## config.mk

```make
export PLATFORM = sky130hd
export DESIGN_NAME = rpn_calc
export DESIGN_NICKNAME = d
export VERILOG_FILES = /design/src/rtl/calc_pkg.sv /design/src/rtl/status_pkg.sv /design/src/rtl/lifo.sv /design/src/rtl/op_alu.sv /design/src/rtl/rpn_seq.sv /design/src/rtl/rpn_calc.sv
export SDC_FILE = /design/constraint.sdc
export NUM_CORES = 1
export LEC_CHECK = 0
export ABC_AREA = 1
export BUFFER_PORTS_ARGS = -buffer_cell sky130_fd_sc_hd__buf_2
export CAP_MARGIN = 20
export CORE_MARGIN = 2
export CORE_UTILIZATION = 44
export CTS_CLUSTER_DIAMETER = 40
export CTS_CLUSTER_SIZE = 25
export DETAILED_ROUTE_END_ITERATION = 10
export PLACE_DENSITY = 0.63
export SYNTH_ARGS = -nofsm -noshare
export SYNTH_HDL_FRONTEND = slang
export SYNTH_SLANG_ARGS = --single-unit
```

## constraint.sdc

```tcl
create_clock -name clk -period 7.72 [get_ports clk]
set_clock_uncertainty 0.2 [all_clocks]
set_input_delay 0.386 -clock clk [delete_from_list [all_inputs] [get_ports clk]]
set_output_delay 0.386 -clock clk [all_outputs]
set_load 0.02 [all_outputs]
```

## src/rtl/calc_pkg.sv

```systemverilog
// calculator token types

package calc_pkg;

  // ------------------------------
  // operand and result word
  // ------------------------------

  // every stack entry and ALU operand is one of these
  typedef logic [15:0] word_t;

  // ------------------------------
  // operation codes
  // ------------------------------

  // push carries an operand, the rest act on the stack top
  typedef enum logic [3:0] {
    op_push = 4'd0,
    op_add  = 4'd1,
    op_sub  = 4'd2,
    op_mul  = 4'd3,
    op_and  = 4'd4,
    op_xor  = 4'd5,
    op_neg  = 4'd6,
    op_dup  = 4'd7,
    op_drop = 4'd8
  } opcode_t;

  // ------------------------------
  // input token
  // ------------------------------

  // opcode in the upper 4 bits, operand in the lower 16
  typedef struct packed {
    opcode_t op;
    word_t   operand;
  } token_t;

endpackage

```

## src/rtl/status_pkg.sv

```systemverilog
// calculator status types

package status_pkg;

  // ------------------------------
  // error codes
  // ------------------------------

  // last verdict on an accepted token
  typedef enum logic [1:0] {
    err_none      = 2'd0,
    err_underflow = 2'd1,
    err_overflow  = 2'd2
  } err_t;

  // ------------------------------
  // status word
  // ------------------------------

  // code holds until the next accepted token
  // err is a single cycle strobe per rejected token
  typedef struct packed {
    err_t code;
    logic err;
  } status_t;

endpackage

```

## src/rtl/lifo.sv

```systemverilog
// stack storage with fall-through top
`timescale 1ns/10ps

module lifo import calc_pkg::*; #(
  // number of entries as a power of two
  parameter int DEPTH = 8
) (
  input  logic                 clk,
  input  logic                 nrst,
  // write side
  input  logic                 push,
  input  logic                 pop,
  input  word_t                push_data,
  // read side
  output word_t                top,
  output logic [$clog2(DEPTH):0] cnt
);

  // address width
  // count has one extra bit for the full state
  localparam int AW = $clog2(DEPTH);

  // ------------------------------
  // storage
  // ------------------------------

  // entry 0 is the bottom of the stack
  word_t mem [DEPTH];

  // next free slot and current top slot
  logic [AW-1:0] wr_addr;
  logic [AW-1:0] top_addr;
  logic [AW-1:0] mem_addr;
  logic          empty;

  assign empty    = (cnt == '0);
  assign wr_addr  = cnt[AW-1:0];
  assign top_addr = wr_addr - 1'b1;

  // push alone fills the free slot
  // push with pop overwrites the top in place
  assign mem_addr = pop ? top_addr : wr_addr;

  // single write port, one entry per edge
  always_ff @(posedge clk) begin
    if (push) begin
      mem[mem_addr] <= push_data;
    end
  end

  // ------------------------------
  // entry count
  // ------------------------------

  // the sequencer never pops empty or pushes full
  always_ff @(posedge clk) begin
    if (!nrst) begin
      cnt <= '0;
    end else begin
      case ({push, pop})
        // grow by one
        2'b10: begin
          cnt <= cnt + 1'b1;
        end
        // shrink by one
        2'b01: begin
          cnt <= cnt - 1'b1;
        end
        // count stays on idle or replace
        default: begin
        end
      endcase
    end
  end

  // ------------------------------
  // fall-through output
  // ------------------------------

  // top entry visible without a read strobe
  // zero when nothing is stored
  always_comb begin
    if (empty) begin
      top = '0;
    end else begin
      top = mem[top_addr];
    end
  end

endmodule

```

## src/rtl/op_alu.sv

```systemverilog
// calculator arithmetic unit
`timescale 1ns/10ps

module op_alu import calc_pkg::*; (
  input  opcode_t op,
  // a is the lower entry, b the former top
  input  word_t   a,
  input  word_t   b,
  output word_t   result
);

  // ------------------------------
  // result select
  // ------------------------------

  // purely combinational, no clock
  always_comb begin
    case (op)
      // binary ops, a op b
      op_add: begin
        result = a + b;
      end
      op_sub: begin
        result = a - b;
      end
      // low half of the product only
      op_mul: begin
        result = a * b;
      end
      op_and: begin
        result = a & b;
      end
      op_xor: begin
        result = a ^ b;
      end
      // two's complement of a
      op_neg: begin
        result = '0 - a;
      end
      // pass a through, dup relies on this
      default: begin
        result = a;
      end
    endcase
  end

endmodule

```

## src/rtl/rpn_seq.sv

```systemverilog
// token sequencer for the stack calculator
`timescale 1ns/10ps

module rpn_seq import calc_pkg::*; import status_pkg::*; #(
  parameter int DEPTH = 8
) (
  input  logic                   clk,
  input  logic                   nrst,
  // token input
  input  logic                   tok_valid,
  input  token_t                 tok,
  // stack feedback
  input  word_t                  top,
  input  logic [$clog2(DEPTH):0] cnt,
  // ALU
  input  word_t                  result,
  output opcode_t                alu_op,
  output word_t                  alu_a,
  output word_t                  alu_b,
  // stack control
  output logic                   push,
  output logic                   pop,
  output word_t                  push_data,
  // status
  output logic                   busy,
  output status_t                status
);

  localparam int CNT_W = $clog2(DEPTH) + 1;
  localparam logic [CNT_W-1:0] FULL_CNT = CNT_W'(DEPTH);

  // ------------------------------
  // state and payload
  // ------------------------------

  typedef enum logic {
    st_idle,
    st_exec
  } state_t;

  state_t  state;
  // second half of a binary op
  opcode_t op_q;
  word_t   b_q;
  status_t status_q;

  // decode of the offered token
  logic accept;
  logic is_binary;
  logic start_bin;
  err_t chk_err;

  // no handshake, tokens during exec are lost
  assign accept    = tok_valid && (state == st_idle);
  assign start_bin = accept && is_binary && (chk_err == err_none);
  assign busy      = (state == st_exec);
  assign status    = status_q;

  // ------------------------------
  // operand count checks
  // ------------------------------

  always_comb begin
    is_binary = 1'b0;
    chk_err   = err_none;
    case (tok.op)
      op_add, op_sub, op_mul, op_and, op_xor: begin
        is_binary = 1'b1;
        // needs both a and b
        if (cnt < CNT_W'(2)) begin
          chk_err = err_underflow;
        end
      end
      op_push: begin
        if (cnt == FULL_CNT) begin
          chk_err = err_overflow;
        end
      end
      // empty wins over full for dup
      op_dup: begin
        if (cnt == '0) begin
          chk_err = err_underflow;
        end else if (cnt == FULL_CNT) begin
          chk_err = err_overflow;
        end
      end
      op_neg, op_drop: begin
        if (cnt == '0) begin
          chk_err = err_underflow;
        end
      end
      // unknown codes are accepted as no-ops
      default: begin
      end
    endcase
  end

  // ------------------------------
  // stack and ALU drive
  // ------------------------------

  // lifo acts on the edge that takes the token
  always_comb begin
    push      = 1'b0;
    pop       = 1'b0;
    push_data = result;
    alu_op    = tok.op;
    alu_a     = top;
    alu_b     = b_q;
    if (state == st_exec) begin
      // top now holds a, replace it with a op b
      alu_op = op_q;
      push   = 1'b1;
      pop    = 1'b1;
    end else if (accept && (chk_err == err_none)) begin
      case (tok.op)
        op_push: begin
          push      = 1'b1;
          push_data = tok.operand;
        end
        // ALU passes a through for dup
        op_dup: begin
          push = 1'b1;
        end
        op_drop: begin
          pop = 1'b1;
        end
        // replace top in one cycle
        op_neg: begin
          push = 1'b1;
          pop  = 1'b1;
        end
        // first half of a binary op, b leaves the stack
        op_add, op_sub, op_mul, op_and, op_xor: begin
          pop = 1'b1;
        end
        default: begin
        end
      endcase
    end
  end

  // ------------------------------
  // registers
  // ------------------------------

  // control state and status
  always_ff @(posedge clk) begin
    if (!nrst) begin
      state    <= st_idle;
      status_q <= '{code: err_none, err: 1'b0};
    end else begin
      status_q.err <= 1'b0;
      if (state == st_exec) begin
        state <= st_idle;
      end else if (accept) begin
        // each accepted token sets or clears the code
        status_q.code <= chk_err;
        status_q.err  <= (chk_err != err_none);
        if (start_bin) begin
          state <= st_exec;
        end
      end
    end
  end

  // latched b and opcode for the exec cycle
  always_ff @(posedge clk) begin
    if (start_bin) begin
      op_q <= tok.op;
      b_q  <= top;
    end
  end

endmodule

```

## src/rtl/rpn_calc.sv

```systemverilog
// stack calculator top level
`timescale 1ns/10ps

module rpn_calc import calc_pkg::*; import status_pkg::*; #(
  // stack entries, power of two
  parameter int DEPTH = 8
) (
  input  logic                   clk,
  input  logic                   nrst,
  input  logic                   tok_valid,
  input  token_t                 tok,
  output word_t                  top,
  output logic [$clog2(DEPTH):0] depth,
  output logic                   busy,
  output status_t                status
);

  // ------------------------------
  // internal nets
  // ------------------------------

  // sequencer to stack
  logic    push;
  logic    pop;
  word_t   push_data;
  // sequencer to ALU and back
  opcode_t alu_op;
  word_t   alu_a;
  word_t   alu_b;
  word_t   result;

  // token decode and operand checks
  rpn_seq #(
    .DEPTH(DEPTH)
  ) i_rpn_seq (
    .clk(clk),
    .nrst(nrst),
    .tok_valid(tok_valid),
    .tok(tok),
    .top(top),
    .cnt(depth),
    .result(result),
    .alu_op(alu_op),
    .alu_a(alu_a),
    .alu_b(alu_b),
    .push(push),
    .pop(pop),
    .push_data(push_data),
    .busy(busy),
    .status(status)
  );

  // arithmetic on the top entries
  op_alu i_op_alu (
    .op(alu_op),
    .a(alu_a),
    .b(alu_b),
    .result(result)
  );

  // operand stack, top and count go straight out
  lifo #(
    .DEPTH(DEPTH)
  ) i_lifo (
    .clk(clk),
    .nrst(nrst),
    .push(push),
    .pop(pop),
    .push_data(push_data),
    .top(top),
    .cnt(depth)
  );

endmodule

```

---- Word level (Yosys, flattened, before mapping) ----
Memory sizes are Yosys's and may differ from the RTL's.
Cells that the tools add are included.
cells by class
  add/subtract/negate cells ............... 6
  $mul .................................... 1
  $lt $le $gt $ge ......................... 1
  equality and inequality tests ........... 17
  muxes and demuxes ....................... 23
  bitwise gates (word level) .............. 5
  reduce and logical (&&, ||, !) cells .... 15
operators with widths
  operator               count
  $pmux 16 s6            1
  $mux 16                4
  $eq 4x3->1 const B     7
  $add 16x16->16         1
  $and 16x16->16         1
  $eq 4x2->1 const B     4
  $mul 16x16->16         1
  $sub 1x16->16 const A  1
  $sub 16x16->16         1
  $xor 16x16->16         1
  $mux 1                 12
  $eq 4x1->1 const B     2
  $eq 4x4->1 const B     2
  $logic_not 4->1        2
  $pmux 2 s4             1
  $pmux 4 s2             1
  $reduce_or 7->1        1
  $reduce_or 3->1        2
  $reduce_or 5->1        1
  $add 4x1->4 const B    1
  $logic_and 1x1->1      4
  $lt 4x2->1 const B     1
  $mux 2                 2
  $mux 4                 1
  10 further kinds       13
word-level totals
  flip-flop bits (word level) ............. 28
  bits in writable memories ............... 128
  logic and storage cells ................. 75
  memories kept ........................... 1
memories
  memory      words  width  rd ports  clocked after Yosys merged registers in  write ports  line        source
  i_lifo.mem  8      16     1         0                                        1            lifo.sv:28  word_t mem [DEPTH];

---- Depth between registers and ports, before layout ----
  depth in word-level cells ............... 10
  depth in mapped cells ................... 42

---- By module ----
A second synthesis with hierarchy kept.
second synthesis, totals
  cell total of the unflattened synthesis .. 1,691
  area total of the unflattened synthesis .. 13,598.0 um2
by module, submodules not included
  module   times used  cells an instance  area each (um2)  seq. area each (um2)
  op_alu   1           1,036              6,530.0          0.0
  lifo     1           443                5,430.2          3,923.8
  rpn_seq  1           212                1,637.8          680.7

---- Worst setup path after synthesis ----
No wires, ideal clock.
  path kind ............................... register -> register
  start ................................... register i_lifo.cnt[0]
  end ..................................... memory i_lifo.mem[0][13] in the netlist's numbering, data pin
  setup time .............................. 269 ps
  data arrival time ....................... 6,851 ps
  data required time ...................... 7,251 ps
  slack ................................... 401 ps
  stages on the path, launching flop included .. 36
  buffers on the path ..................... 4
  clock period less this slack ............ 7,319 ps
  path through ............................ dfxtp_1 > inv_2 > buf_2 > buf_1 > ha_1 > buf_2 > buf_2 > o21ai_0 > o211ai_1 > nand3_2 > inv_2 > nand2_1 > fa_1 > fa_1 > fa_1 > inv_1 > ha_1 > fa_1 > inv_1 > fa_1 > inv_1 > ha_1 > a21oi_1 > o21a_1 > o31ai_1 > nand2_1 > nand2_1 > nand2_1 > nand2_1 > or2_2 > nand3_1 > nand3_1 > inv_1 > nand4_1 > nand2_1 > inv_1
on the way
  word-level cells in the longest chain between the ends .. 8
  elaborated cells between the ends (all ways) .. 23
  those cells by class .................... add/sub: 4; mul: 1; order compare: 1; eq/ne: 1; mux: 10; bitwise: 2; reduce/logical: 3; memory: 1
RTL lines
  item                                          line            source
  from (decl)                                   lifo.sv:16      output logic [$clog2(DEPTH):0] cnt
  from (signal assigned)                        lifo.sv:63      cnt <= cnt + 1'b1;
  from (signal assigned)                        lifo.sv:67      cnt <= cnt - 1'b1;
  $sub 3x1->3 *                                 lifo.sv:38      assign top_addr = wr_addr - 1'b1;
  via i_lifo.top_addr[0]                        lifo.sv:32      logic [AW-1:0] top_addr;
  $mem_v2 8x16 *                                n/a
  $mux 16 *                                     lifo.sv:83      if (empty) begin
  via top[6]                                    rpn_calc.sv:12  output word_t top,
  $mul 16x16->16, or another cell as far along  op_alu.sv:28    result = a * b;
  $pmux 16 s6 *                                 op_alu.sv:18    case (op)
  $mux 16                                       rpn_seq.sv:116  case (tok.op)
  $mux 16                                       rpn_seq.sv:115  end else if (accept && (chk_err == err_none)) begin
  $mux 16 *                                     rpn_seq.sv:110  if (state == st_exec) begin
  via i_lifo.push_data[13]                      lifo.sv:13      input word_t push_data,
  to (decl)                                     lifo.sv:28
The timed path passes the listed nets; every way through them passes the cells marked *.

---- Final worst setup path ----
  start ................................... register i_lifo.cnt[1]
  end ..................................... memory i_lifo.mem[6][13] in the netlist's numbering, data pin
on the way
  word-level cells in the longest chain between the ends .. 8
  elaborated cells between the ends (all ways) .. 23
  those cells by class .................... add/sub: 4; mul: 1; order compare: 1; eq/ne: 1; mux: 10; bitwise: 2; reduce/logical: 3; memory: 1
RTL lines
  item                                                   line
  $sub 3x1->3 / $eq 4x4->1 (equally long branches)       lifo.sv:38, rpn_seq.sv:75, rpn_seq.sv:83
  $mem_v2 8x16 / $mux 2 (equally long branches)          n/a
  $mux 16 / $mux 2 (equally long branches)               lifo.sv:83, rpn_seq.sv:81
  $mul 16x16->16, or another cell as far along           op_alu.sv:28
  $pmux 16 s6 / $logic_not 2->1 (equally long branches)  op_alu.sv:18, rpn_seq.sv:115
  $mux 16 / $logic_and 1x1->1 (equally long branches)    rpn_seq.sv:116, rpn_seq.sv:115
  $mux 16                                                rpn_seq.sv:115
  $mux 16 *                                              rpn_seq.sv:110
  via i_lifo.push_data[13]                               lifo.sv:13
Marked as above.

==> impl_metrics.csv <==
group,metric,value,unit
synthesis,syn-cell-area,13000,sq um
min_path,min_path_type,"in -> reg",
critical_path,crit_type,"reg -> reg",
power_and_ir_drop,worst_ir_drop_vdd,0.361,mV
routing,wl_met3,2.59,mm
power_and_ir_drop,swShare,52.6,%
placed_design,dp_hpwl,29.5,mm
routing,drc_errors,0,
synthesis,synth-edff-count,148,
timing,finalCritPeriodShare,94.9,%
synthesis,ys_warn_count,0,
critical_path,cpLargestDelayFamily,"adder cells",
power_and_ir_drop,p_seq_share,16.4,%
final_layout,nNetsFinal,1858,
synthesis,synth_area_leaders,"edfxtp_1 34%, fa_1 13%, nand2_1 11%",
routing,ant_nets,0,
critical_path,ff2ff_setup_slack,0.40,ns
timing,min_period,7.32,ns
critical_path,crit_path_top_delay_cell,"fa_1",
global_route,grt_use_total,26.1,%
timing,finalHoldViolations,0,
power_and_ir_drop,p_leak,7.02,nW
synthesis,yosysUniqueCellTypes,57,
critical_path,cp_num_cells,33,
flow_run,maxCapViolations,0,
timing,relSlewSlack,30.3,%
critical_path,worstSetupEndpointType,"flip-flop",
critical_path,setup.worst_path.start_class,"flip-flop",
routing,m1WireLength,16.5,mm
synthesis,synth_fp_nets,1781,
placed_design,io_buffers,46,
placed_design,gp_congestion,0.989,
final_layout,area_delta_synth_final,13.1,%
die,ios,47,
synthesis,synth_ff_type,"edfxtp_1",
critical_path,required,7.68,ns
cts,clock_path_buffers,2,
synthesis,netlist.area_leader.share,34.2,%
timing,worst_slew_pin_slew,1.03,ns
global_route,antenna_found_initial,0,
synthesis,syn_inst,1589,
routing,finalWirelength,39.8,mm
power_and_ir_drop,p_clk_share,11.6,%
routing,topRoutingLayerUsed,"met4",
cts,cts-buffers-inserted,17,
global_route,grt_max_degree,68,
final_layout,layout-drive-gt1-share,11.3,%
timing,finalMaxSlewViolations,0,
synthesis,yosysTopAreaCell,"edfxtp_1",
final_layout,final_cells,2064,
routing,wl_met2,19.1,mm
critical_path,crit_arrival,7.28,ns
routing,drt_iter0_drc,1124,
cts,root_buffer,"clkbuf_16",
routing,vias,11100,
cts,cts.htree.levels,4,
die,dieArea,30900,sq um
routing,routedWlPerCell,19.3,um
timing,whs,0.0125,ns
synthesis,async_reset_ff_share,0,%
power_and_ir_drop,combPwrFrac,72.0,%
die,core,28900,sq um
synthesis,ys_seq_elements,156,
critical_path,slowest_delay,0.59,ns
routing,firstDrtPassIters,5,
die,start_util,44.9,%
timing,setup_violations,0,
cts,clock_insertion_delay_worst_skew,0.44,ns
die,die_x,176,um
die,rows,62,
cts,clkTransAtPathRegs,0.07,ns
power_and_ir_drop,pwr_density_cell,482,nW/um^2
routing,via_per_inst,5.37,
global_route,grt_pass1_vias,10700,
synthesis,yosysSeqAreaShare,35.4,%
synthesis,syn_avg_cell_area,8.18,sq um
global_route,grt_pass1_wl,60.5,mm
critical_path,critPathMaxFanout,15,
cts,cts.sinks,156,
die,die-height,176,um
cts,tritoncts,"done",
placed_design,dp.cells,2016,
critical_path,timing.reg2reg.worst_path_depth,33,
global_route,grt_overflow,0,
timing,fmax,0.137,GHz
status,status,"finished, final reports clean",
power_and_ir_drop,power.internal,3.36,mW
critical_path,crit_buf_inv,9,
power_and_ir_drop,p_switching,3.73,mW
min_path,hold_path_depth,3,
state kept, by name, indices dropped and copies added, names as in the netlist:
register          count
i_lifo.cnt            4
i_lifo.mem          128
i_rpn_seq.alu_b      16
i_rpn_seq.busy        1
i_rpn_seq.op_q        4
i_rpn_seq.status      3
timing repair:
action | in CTS | in global routing
hold buffers | 3 | 0
setup endpoints to repair | 8 | 50
pin swaps | 0 | 8
resized for setup | 1 | 30
cloned | 0 | 2
endpoints found under the hold margin | 3 | 0
setup buffers | 0 | 10
tightest hold or removal path, delay by kind of cell:
family                 cells  cell delay [ns]
and+or+nand+nor            1             0.07
buffers and inverters      2             0.17
layer usage:
metal,track usage [%],vias to the layer above
li1,-,5274
met4,13.8,0
met1,32.8,5288
met3,4.85,97
met5,0,-
met2,42.8,421
power by group through the flow:
stage / combinational, mW / sequential, mW / clock, mW
6_report: 5.11 / 1.16 / 0.822
5_1_grt: 5.82 / 1.17 / 0.862
4_1_cts: 4.92 / 1.16 / 0.835
3_5_place_dp: 4.88 / 1.18 / 0
3_3_place_gp: 4.72 / 1.18 / 0
2_1_floorplan: 3.49 / 1.17 / 0
final timing paths:
kind | from | to
setup / recovery | i_lifo.cnt[1]$_SDFFE_PN0P_ | i_lifo.mem[6][13]$_DFFE_PP_
hold / removal | nrst | i_rpn_seq.status[0]$_SDFF_PP0_
setup reg to reg | i_lifo.cnt[1]$_SDFFE_PN0P_ | i_lifo.mem[6][13]$_DFFE_PP_
hold reg to reg | i_rpn_seq.status[2]$_SDFFE_PN0P_ | i_rpn_seq.status[2]$_SDFFE_PN0P_
synthesized netlist by cell type, types with 9 or more instances:
cell type    n
ha_1        87
nand4_1     29
nand2_1    366
fa_1        82
inv_1      284
nor2_1     175
a31oi_1     13
o21ai_0     67
a21oi_1     61
nand3_1     88
xor2_1      21
buf_2       16
edfxtp_1   148
o211ai_1     9
clkbuf_1    21
nor3_1      15
or2_2        9
stage by stage:
stage	utilization [%]	instance area [sq um]	setup TNS [ns]	setup WS, ns	power [mW]
finish	50.8	14700	0	0.397	7.09
CTS	50.0	14500	0	0.0385	6.92
global placement	47.8	13800	0	0.181	5.90
detailed placement	47.8	13800	0	0.0194	6.06
global route	50.8	14700	-0.200	-0.0253	7.84
floorplan	-	13000	0	0.401	4.66
final cells by class:
class                           instances  area, sq um
Fill cell                            2751        14200
Sequential cell                       156         4610
Tap cell                              384          480
Clock buffer                           17          425
Timing Repair Buffer                  101          713
Inverter                              300         1150
Multi-Input combinational cell       1090         7180
Clock inverter                         15          155
Antenna cell                            1         2.50
cell families after synthesis:
family / share of synthesized area, %
simple gates: 23.4
buf+inv: 10.2
compound gates: 7.95
fa+ha+maj: 21.0
flops: 35.4
xor+xnor: 2.00
cells in the final DEF, fill, tap and decap left out, types with 60 or more instances in the layout:
cell and n:
ha_1 85, o21ai_0 66, inv_1 282, edfxtp_1 148, nand3_1 88, nand2_1 365, a21oi_1 60, nor2_1 173
fa_1 82
Power figures use the tool's default switching activity.
